## src/hdl/jtag_tap_consts.svh

```systemverilog
//////////////////////////////////////////////////////////////////////
// widths, instruction codes and reset values of the JTAG TAP
// include wherever a width or code is needed
//////////////////////////////////////////////////////////////////////
`ifndef JTAG_TAP_CONSTS_SVH
`define JTAG_TAP_CONSTS_SVH

// scan chain and register width, one word
`define SCAN_WIDTH 32

// TAP state code width
`define STATE_WIDTH 4

// number of board LEDs
`define LED_WIDTH 6

// instruction codes
`define IDCODE_INSTR 32'hFFFF_FFFF
`define CUSTOM1_INSTR 32'h0A0B_0C0D

// data register reset values
`define JTAG_ID_VALUE 32'h1234_5678
`define CUSTOM1_RESET_VALUE 32'h0A0B_0C0D

`endif
```

## src/hdl/jtag_tap_pkg.sv

```systemverilog
//////////////////////////////////////////////////////////////////////
// TAP state and scan operation types, shared by all stages
//////////////////////////////////////////////////////////////////////
`default_nettype none

`include "jtag_tap_consts.svh"

package jtag_tap_pkg;

    // sixteen TAP states, codes follow the board LED encoding
    typedef enum logic [`STATE_WIDTH-1:0] {
        TEST_LOGIC_RESET = 4'd0,
        RUN_TEST_IDLE    = 4'd1,
        // DR column
        SELECT_DR_SCAN   = 4'd2,
        CAPTURE_DR       = 4'd3,
        SHIFT_DR         = 4'd4,
        EXIT1_DR         = 4'd5,
        PAUSE_DR         = 4'd6,
        EXIT2_DR         = 4'd7,
        UPDATE_DR        = 4'd8,
        // IR column
        SELECT_IR_SCAN   = 4'd9,
        CAPTURE_IR       = 4'd10,
        SHIFT_IR         = 4'd11,
        EXIT1_IR         = 4'd12,
        PAUSE_IR         = 4'd13,
        EXIT2_IR         = 4'd14,
        UPDATE_IR        = 4'd15
    } tap_state_e;

    // action the scan registers take in the current state
    typedef enum logic [2:0] {
        OP_NONE       = 3'd0,
        OP_RESET      = 3'd1,
        OP_CAPTURE_IR = 3'd2,
        OP_SHIFT_IR   = 3'd3,
        OP_UPDATE_IR  = 3'd4,
        OP_CAPTURE_DR = 3'd5,
        OP_SHIFT_DR   = 3'd6,
        OP_UPDATE_DR  = 3'd7
    } scan_op_e;

endpackage

`default_nettype wire

```

## src/hdl/jtag_tap_top.sv

```systemverilog
//////////////////////////////////////////////////////////////////////
// JTAG TAP top, decode then scan registers then TDO and LED output
//////////////////////////////////////////////////////////////////////
`timescale 1ns/1ps
`default_nettype none

`include "jtag_tap_consts.svh"

module jtag_tap_top import jtag_tap_pkg::*;
(
    input  logic                  jtag_clk,
    input  logic                  sys_rst_n,
    input  logic                  jtag_tms,
    input  logic                  jtag_tdi,
    output logic                  jtag_tdo,
    output logic [`LED_WIDTH-1:0] led
);

    // decode stage outputs
    tap_state_e state;
    scan_op_e   scan_op;

    // execute stage outputs
    logic shift_bit;
    logic shift_active;

    // TAP FSM and state decode
    tap_state_decoder decoder_i (
        .jtag_clk  (jtag_clk),
        .sys_rst_n (sys_rst_n),
        .jtag_tms  (jtag_tms),
        .state     (state),
        .scan_op   (scan_op)
    );

    // IR and DR chains
    tap_scan_registers registers_i (
        .jtag_clk     (jtag_clk),
        .sys_rst_n    (sys_rst_n),
        .jtag_tdi     (jtag_tdi),
        .scan_op      (scan_op),
        .shift_bit    (shift_bit),
        .shift_active (shift_active)
    );

    // TDO and LED drive
    tap_scan_output output_i (
        .jtag_clk     (jtag_clk),
        .shift_bit    (shift_bit),
        .shift_active (shift_active),
        .state        (state),
        .jtag_tdo     (jtag_tdo),
        .led          (led)
    );

endmodule

`default_nettype wire

```

## src/hdl/tap_scan_output.sv

```systemverilog
//////////////////////////////////////////////////////////////////////
// TDO launch on the falling edge and the inverted LED state display
//////////////////////////////////////////////////////////////////////
`timescale 1ns/1ps
`default_nettype none

`include "jtag_tap_consts.svh"

module tap_scan_output import jtag_tap_pkg::*;
(
    input  logic                  jtag_clk,
    input  logic                  shift_bit,
    input  logic                  shift_active,
    input  tap_state_e            state,
    output logic                  jtag_tdo,
    output logic [`LED_WIDTH-1:0] led
);

    // zero pad for the LED bits above the state code
    localparam int LED_PAD = `LED_WIDTH - `STATE_WIDTH;

    // TDO changes on the falling edge, host samples on the rising edge
    // idle level is 0 outside shift states
    always_ff @(negedge jtag_clk)
    begin
        if (shift_active)
        begin
            jtag_tdo <= shift_bit;
        end
        else
        begin
            jtag_tdo <= 1'b0;
        end
    end

    // LEDs are active low, so a lit LED marks a 1 in the state code
    // unused upper LEDs stay dark
    assign led = ~{{LED_PAD{1'b0}}, state};

endmodule

`default_nettype wire

```

## src/hdl/tap_scan_registers.sv

```systemverilog
//////////////////////////////////////////////////////////////////////
// IR and DR scan chains plus the IDCODE and custom data registers
// capture, shift and update follow the scan op from the decoder
//////////////////////////////////////////////////////////////////////
`timescale 1ns/1ps
`default_nettype none

`include "jtag_tap_consts.svh"

module tap_scan_registers import jtag_tap_pkg::*;
(
    input  logic     jtag_clk,
    input  logic     sys_rst_n,
    input  logic     jtag_tdi,
    input  scan_op_e scan_op,
    output logic     shift_bit,
    output logic     shift_active
);

    // shift chains
    logic [`SCAN_WIDTH-1:0] ir_chain;
    logic [`SCAN_WIDTH-1:0] dr_chain;

    // parallel registers
    logic [`SCAN_WIDTH-1:0] ir_reg;
    logic [`SCAN_WIDTH-1:0] idcode_reg;
    logic [`SCAN_WIDTH-1:0] custom1_reg;

    // data register select from the current instruction
    logic sel_idcode;
    logic sel_custom1;

    assign sel_idcode  = (ir_reg == `IDCODE_INSTR);
    assign sel_custom1 = (ir_reg == `CUSTOM1_INSTR);

    // chains, LSB leaves first, TDI enters at the top
    always_ff @(posedge jtag_clk)
    begin
        case (scan_op)
            OP_CAPTURE_IR:
            begin
                ir_chain <= ir_reg;
            end
            OP_SHIFT_IR:
            begin
                ir_chain <= {jtag_tdi, ir_chain[`SCAN_WIDTH-1:1]};
            end
            OP_CAPTURE_DR:
            begin
                // unknown instruction captures zero
                if (sel_idcode)
                begin
                    dr_chain <= idcode_reg;
                end
                else if (sel_custom1)
                begin
                    dr_chain <= custom1_reg;
                end
                else
                begin
                    dr_chain <= '0;
                end
            end
            OP_SHIFT_DR:
            begin
                dr_chain <= {jtag_tdi, dr_chain[`SCAN_WIDTH-1:1]};
            end
            default:
            begin
                // chains hold
            end
        endcase
    end

    // instruction and data registers
    always_ff @(posedge jtag_clk)
    begin
        if (!sys_rst_n)
        begin
            ir_reg      <= `IDCODE_INSTR;
            idcode_reg  <= `JTAG_ID_VALUE;
            custom1_reg <= `CUSTOM1_RESET_VALUE;
        end
        else
        begin
            case (scan_op)
                OP_RESET:
                begin
                    // test-logic-reset reselects IDCODE
                    ir_reg <= `IDCODE_INSTR;
                end
                OP_UPDATE_IR:
                begin
                    ir_reg <= ir_chain;
                end
                OP_UPDATE_DR:
                begin
                    // reached from either exit state
                    if (sel_idcode)
                    begin
                        idcode_reg <= dr_chain;
                    end
                    else if (sel_custom1)
                    begin
                        custom1_reg <= dr_chain;
                    end
                end
                default:
                begin
                    // registers hold
                end
            endcase
        end
    end

    // bit under the TDO driver, valid in shift states only
    assign shift_active = (scan_op == OP_SHIFT_IR) || (scan_op == OP_SHIFT_DR);
    assign shift_bit    = (scan_op == OP_SHIFT_IR) ? ir_chain[0] : dr_chain[0];

endmodule

`default_nettype wire

```

## src/hdl/tap_state_decoder.sv

```systemverilog
//////////////////////////////////////////////////////////////////////
// TAP controller FSM driven by TMS, decodes the state into a scan op
//////////////////////////////////////////////////////////////////////
`timescale 1ns/1ps
`default_nettype none

module tap_state_decoder import jtag_tap_pkg::*;
(
    input  logic       jtag_clk,
    input  logic       sys_rst_n,
    input  logic       jtag_tms,
    output tap_state_e state,
    output scan_op_e   scan_op
);

    tap_state_e state_next;

    // state register, TMS sampled on the rising edge
    always_ff @(posedge jtag_clk)
    begin
        if (!sys_rst_n)
        begin
            state <= TEST_LOGIC_RESET;
        end
        else
        begin
            state <= state_next;
        end
    end

    // next-state table
    always_comb
    begin
        state_next = state;
        unique case (state)
            TEST_LOGIC_RESET:
                state_next = jtag_tms ? TEST_LOGIC_RESET : RUN_TEST_IDLE;
            RUN_TEST_IDLE:
                state_next = jtag_tms ? SELECT_DR_SCAN : RUN_TEST_IDLE;
            // DR column
            SELECT_DR_SCAN:
                state_next = jtag_tms ? SELECT_IR_SCAN : CAPTURE_DR;
            CAPTURE_DR:
                state_next = jtag_tms ? EXIT1_DR : SHIFT_DR;
            SHIFT_DR:
                state_next = jtag_tms ? EXIT1_DR : SHIFT_DR;
            EXIT1_DR:
                state_next = jtag_tms ? UPDATE_DR : PAUSE_DR;
            PAUSE_DR:
                state_next = jtag_tms ? EXIT2_DR : PAUSE_DR;
            EXIT2_DR:
                state_next = jtag_tms ? UPDATE_DR : SHIFT_DR;
            UPDATE_DR:
                state_next = jtag_tms ? SELECT_DR_SCAN : RUN_TEST_IDLE;
            // IR column
            SELECT_IR_SCAN:
                state_next = jtag_tms ? TEST_LOGIC_RESET : CAPTURE_IR;
            CAPTURE_IR:
                state_next = jtag_tms ? EXIT1_IR : SHIFT_IR;
            SHIFT_IR:
                state_next = jtag_tms ? EXIT1_IR : SHIFT_IR;
            EXIT1_IR:
                state_next = jtag_tms ? UPDATE_IR : PAUSE_IR;
            PAUSE_IR:
                state_next = jtag_tms ? EXIT2_IR : PAUSE_IR;
            EXIT2_IR:
                state_next = jtag_tms ? UPDATE_IR : SHIFT_IR;
            UPDATE_IR:
                state_next = jtag_tms ? SELECT_DR_SCAN : RUN_TEST_IDLE;
        endcase
    end

    // scan op straight from the current state
    // the action lands on the rising edge that leaves the state
    always_comb
    begin
        case (state)
            TEST_LOGIC_RESET: scan_op = OP_RESET;
            CAPTURE_IR:       scan_op = OP_CAPTURE_IR;
            SHIFT_IR:         scan_op = OP_SHIFT_IR;
            UPDATE_IR:        scan_op = OP_UPDATE_IR;
            CAPTURE_DR:       scan_op = OP_CAPTURE_DR;
            SHIFT_DR:         scan_op = OP_SHIFT_DR;
            UPDATE_DR:        scan_op = OP_UPDATE_DR;
            // select, exit, pause and idle states do nothing
            default:          scan_op = OP_NONE;
        endcase
    end

endmodule

`default_nettype wire

```

## config.mk

```make
export PLATFORM = sky130hd
export DESIGN_NAME = jtag_tap_top
export DESIGN_NICKNAME = d
export VERILOG_FILES = /design/src/hdl/jtag_tap_pkg.sv /design/src/hdl/jtag_tap_top.sv /design/src/hdl/tap_scan_output.sv /design/src/hdl/tap_scan_registers.sv /design/src/hdl/tap_state_decoder.sv
export VERILOG_INCLUDE_DIRS = /design/src /design/src/hdl
export SDC_FILE = /design/constraint.sdc
export NUM_CORES = 1
export LEC_CHECK = 0
export CORE_MARGIN = 8
export CORE_UTILIZATION = 40
export DETAILED_ROUTE_END_ITERATION = 10
export DONT_BUFFER_PORTS = 1
export SYNTH_ARGS = -nofsm -noshare
export SYNTH_HDL_FRONTEND = slang
export SYNTH_SLANG_ARGS = --single-unit
```

## constraint.sdc

```tcl
create_clock -name jtag_clk -period 8.5 [get_ports jtag_clk]
set_input_delay 0.425 -clock jtag_clk [delete_from_list [all_inputs] [get_ports jtag_clk]]
set_output_delay 0.425 -clock jtag_clk [all_outputs]
set_load 0.03 [all_outputs]
```

# Yosys cells after proc, flatten, opt, wreduce, memory -nomap -nowiden
# Cells that the tools add are included.
dict set report totals {
  register_bits 165
  inputBits 4
  out_inout_bits 7
  word_cells 63
}
dict set report op_classes {
  n_eq_ne 24
  n_mux 20
  bitwise 2
  reduce_logical 10
}
# cell count
set ops {}
lappend ops {{32-bit case mux with 2 select lines} 3}
lappend ops {{32-bit two-way mux} 2}
lappend ops {{4-bit case mux with 12 select lines} 1}
lappend ops {{32-bit by 28-bit == test with 1-bit output (second input constant)} 1}
lappend ops {{32-bit == test (second input constant)} 1}
lappend ops {{4-bit == test (second input constant)} 8}
lappend ops {{3-bit case mux with 7 select lines} 1}
lappend ops {{4-bit by 3-bit == test with 1-bit output (second input constant)} 4}
lappend ops {{4-bit two-way mux} 4}
lappend ops {{3-bit == test (second input constant)} 4}
lappend ops {{4-bit by 2-bit == test with 1-bit output (second input constant)} 2}
lappend ops {{3-bit by 2-bit == test with 1-bit output (second input constant)} 2}
lappend ops {{2-bit two-way mux} 3}
lappend ops {{3-bit two-way mux} 2}
lappend ops {{4-bit NOT with 6-bit output} 1}
lappend ops {{2-bit nonzero test} 3}
lappend ops {{4-bit by 1-bit == test with 1-bit output (second input constant)} 1}
lappend ops {{4-bit zero test} 1}
lappend ops {{1-bit two-way mux} 4}
lappend ops {{2-bit OR reduction} 2}
lappend ops {{3-bit by 1-bit == test with 1-bit output (second input constant)} 1}
lappend ops {{3-bit AND reduction} 1}
lappend ops {{3-bit OR reduction} 1}
lappend ops {{2-bit AND reduction} 1}
lappend ops {{other kinds (2)} 2}

# Logic depth before layout (Yosys ltp)
dict set report logic_depth {
  depth_word 4
  ltp_mapped 7
  ltp_nobuf 5
}

# Hierarchy
# A second synthesis with hierarchy kept.
dict set report unflattened {
  hier_cells 738
  area_unflattened_um2 7359.6
}
# mod n_inst cells_per_inst area_each_um2 seq_area_each_um2
set by_module_without_submodules {}
lappend by_module_without_submodules {tap_scan_registers 1 678 6921.6 3843.7}
lappend by_module_without_submodules {tap_state_decoder 1 50 374.1 80.1}
lappend by_module_without_submodules {tap_scan_output 1 10 63.8 20.0}

==> out/results.ini <==
[detailed_routing]
wl_per_cell_um=16.4
avgViaCountPerCell=5.59
vias=4796
drt-total-wl_um=14100
drcViolationCount=0
dr.pass1.iters=5
drt_iter0_drc=427
route.antenna.remaining_nets=0

[power]
combPwrFrac=0.032
p_leak_nw=2.40
powerDensity_nw_per_um2=227
p_switching_uw=358
p_int_mw=1.32
seq_power_share=0.504
sw_frac_of_total=0.214
total_power_mw=1.68
clockPowerShare=0.464
ir_drop_v=0.000146

[yosys]
yosysSeqAreaShare=0.585
yosys_most_used_dff=dfxtp_1
syn_inst=658
synth_top_area_frac=0.300
synthesis.area_um2=6750
async_flop_share=0
yosys_warnings=0
netlist-cell-type-count=35
synth_top_cells_by_area=dfxtp_1 (30%), edfxtp_1 (28%), nand2_1 (7.5%)
synth_edf_count=64
yosysTopAreaCell=dfxtp_1
synth_seq_cells=165
syn_area_per_cell_um2=10.3

[clocking]
cts-hold-fix-buffers=0
path_clk_slew_ps=60
clock-sinks=165
post_cts_buffers=0
htreeDepth=4
root_buffer=clkbuf_16
clockBufferDepth=2
cts_resized=0
cts_tree=done
numCtsBuffers=17
clkLatencyLatePin_ps=440

[sta]
clock_skew_ps=23.4
rsz0062_at_grt=false
finalSetupTns_ps=0
worstMarginPinSlew_ps=1170
setup_slack_ps=2500
slew_viol_final=0
hold_viol_final=0
max_slew_margin=0.216
setup_viol=0

[global_routing]
grt_max_degree=142
track_usage=0.134
gr-total-overflow=0
grt_pass1_vias=4707
grt_pass1_wl_um=23500
antenna_found_initial=0

[placement]
gp_congestion=0.731
port_buffers=0
place_hpwl_um=7560
place_ws_ps=2510

[floorplan]
rows=47
ios=11
dieArea_um2=21300
coreArea_um2=16500
die_width_um=146
die_y_um=146
initial_utilization=0.408

[cells_and_area]
area_growth_pct=9.42
drive_gt1_frac=0.118
fillers=1517
final_net_count=629
diodes=0
regArea_um2=3940
multi_input_area_um2=2500

[worst_setup_path]
critPathKind=reg -> reg
setup.worst_path.end_class=flip-flop
path_cells=inv_2 -> nor4_4 -> buf_4 -> nand2_1 -> o21ai_0
worstPathArrival_ps=2120
max_stage_delay_ps=580
worstPathMaxFanout=34
critPathRequiredTime_ps=4620
r2r_setup_slack_ps=2500
startpoint_type=flip-flop
slowest_stage=dfxtp_1

[run]
max-cap-violations=0

[run_status]
outcome=complete, no violations

[hold_path]
hold_class=in -> reg

==> metal layers <==
metal	share of wire	vias up	GRT usage	wire (µm)
li1	-	2321	-	-
met3	0.043	22	0.0305	607
met4	0.016	0	0.0521	223
met2	0.48	100	0.229	6810
met5	0	-	0	0
met1	0.46	2353	0.161	6420
==> final cells by class <==
class / count / share of cell area
clock buffer: 19 / 0.0600
clock inverter: 14 / 0.0214
multi-input combinational: 429 / 0.339
sequential: 165 / 0.534
tap: 220 / 0.0373
timing repair buffer: 5 / 0.00509
inverter: 6 / 0.00305
==> through the flow <==
step	hold slack [ps]	instances	cell area [µm²]	util
4_1_cts	74.4	858	7380	0.447
6_report	67.1	858	7380	0.447
3_3_place_gp	436	826	6780	0.411
3_5_place_dp	443	826	6780	0.411
5_1_grt	82.2	858	7380	0.447
2_1_floorplan	428	659	6750	-
==> critical path, delay by kind of cell (launching register included) <==
family / cells / cell delay (ps)
AND/OR/NAND/NOR: 2 / 380
buffers and inverters: 2 / 650
AO/OA/AOI/OAI: 1 / 70
flip-flops: 1 / 580
==> power groups by stage <==
stage          registers, mW  logic [mW]  clock network (mW)
2_1_floorplan          0.855      0.0566             0.00147
3_3_place_gp           0.860      0.0539             0.00147
3_5_place_dp           0.861      0.0546             0.00147
4_1_cts                0.844      0.0547               0.792
5_1_grt                0.846      0.0593               0.823
6_report               0.844      0.0540               0.777
==> cells in the mapped netlist, types with 2 or more instances <==
cell type	count
nor2_1	4
o21ai_0	72
buf_4	6
mux2_2	32
or4_1	2
a21oi_1	6
clkbuf_2	3
a22oi_1	32
edfxtp_1	64
nand2_1	134
clkbuf_1	36
nor4_2	2
and2_1	2
buf_6	7
and3_1	2
dfxtp_1	101
nor4_1	5
buf_2	6
o21ai_1	10
o22ai_1	32
inv_1	6
nand4_1	10
nand3_1	46
nor3_1	4
mux2i_1	23
a31oi_1	2
==> worst paths after layout <==
check        cells past startpoint                                startpoint                                        to
max                              5             decoder_i.state[2]$_SDFF_PN0_              output_i.jtag_tdo$_SDFF_NN0_
min reg2reg                      2  registers_i.custom1_reg[29]$_SDFFE_PN0P_  registers_i.custom1_reg[29]$_SDFFE_PN0P_
min                              1                                 sys_rst_n   registers_i.idcode_reg[20]$_SDFFE_PN1P_
max reg2reg                      5             decoder_i.state[2]$_SDFF_PN0_              output_i.jtag_tdo$_SDFF_NN0_
==> cells by family after synthesis <==
group / count (synthesis) / share of synthesized area
XOR/XNOR: 1 / 0.00130
buffers and inverters: 65 / 0.0490
multiplexers: 55 / 0.0876
AND/OR/NAND/NOR: 215 / 0.142
flip-flops: 165 / 0.585
AO/OA/AOI/OAI: 156 / 0.135
other: 1 / 0.000556
==> placed cells by master, fill, tap and decap left out, drive strengths merged, types with 4 or more instances in the layout <==
| cell | synthesis | routed |
|---|---|---|
| nor2 | 4 | 4 |
| nand2 | 134 | 134 |
| nand3 | 46 | 46 |
| nor3 | 4 | 4 |
| mux2 | 32 | 32 |
| nor4 | 7 | 7 |
| dfxtp | 101 | 101 |
| a22oi | 32 | 32 |
| inv | 7 | 9 |
| o21ai | 82 | 82 |
| buf | 19 | 5 |
| nand4 | 10 | 10 |
| clkbuf | 39 | 19 |
| edfxtp | 64 | 64 |
| o22ai | 32 | 32 |
| a21oi | 6 | 6 |
| mux2i | 23 | 23 |
| clkinv | 0 | 5 |
(Power assumes the default switching activity.)
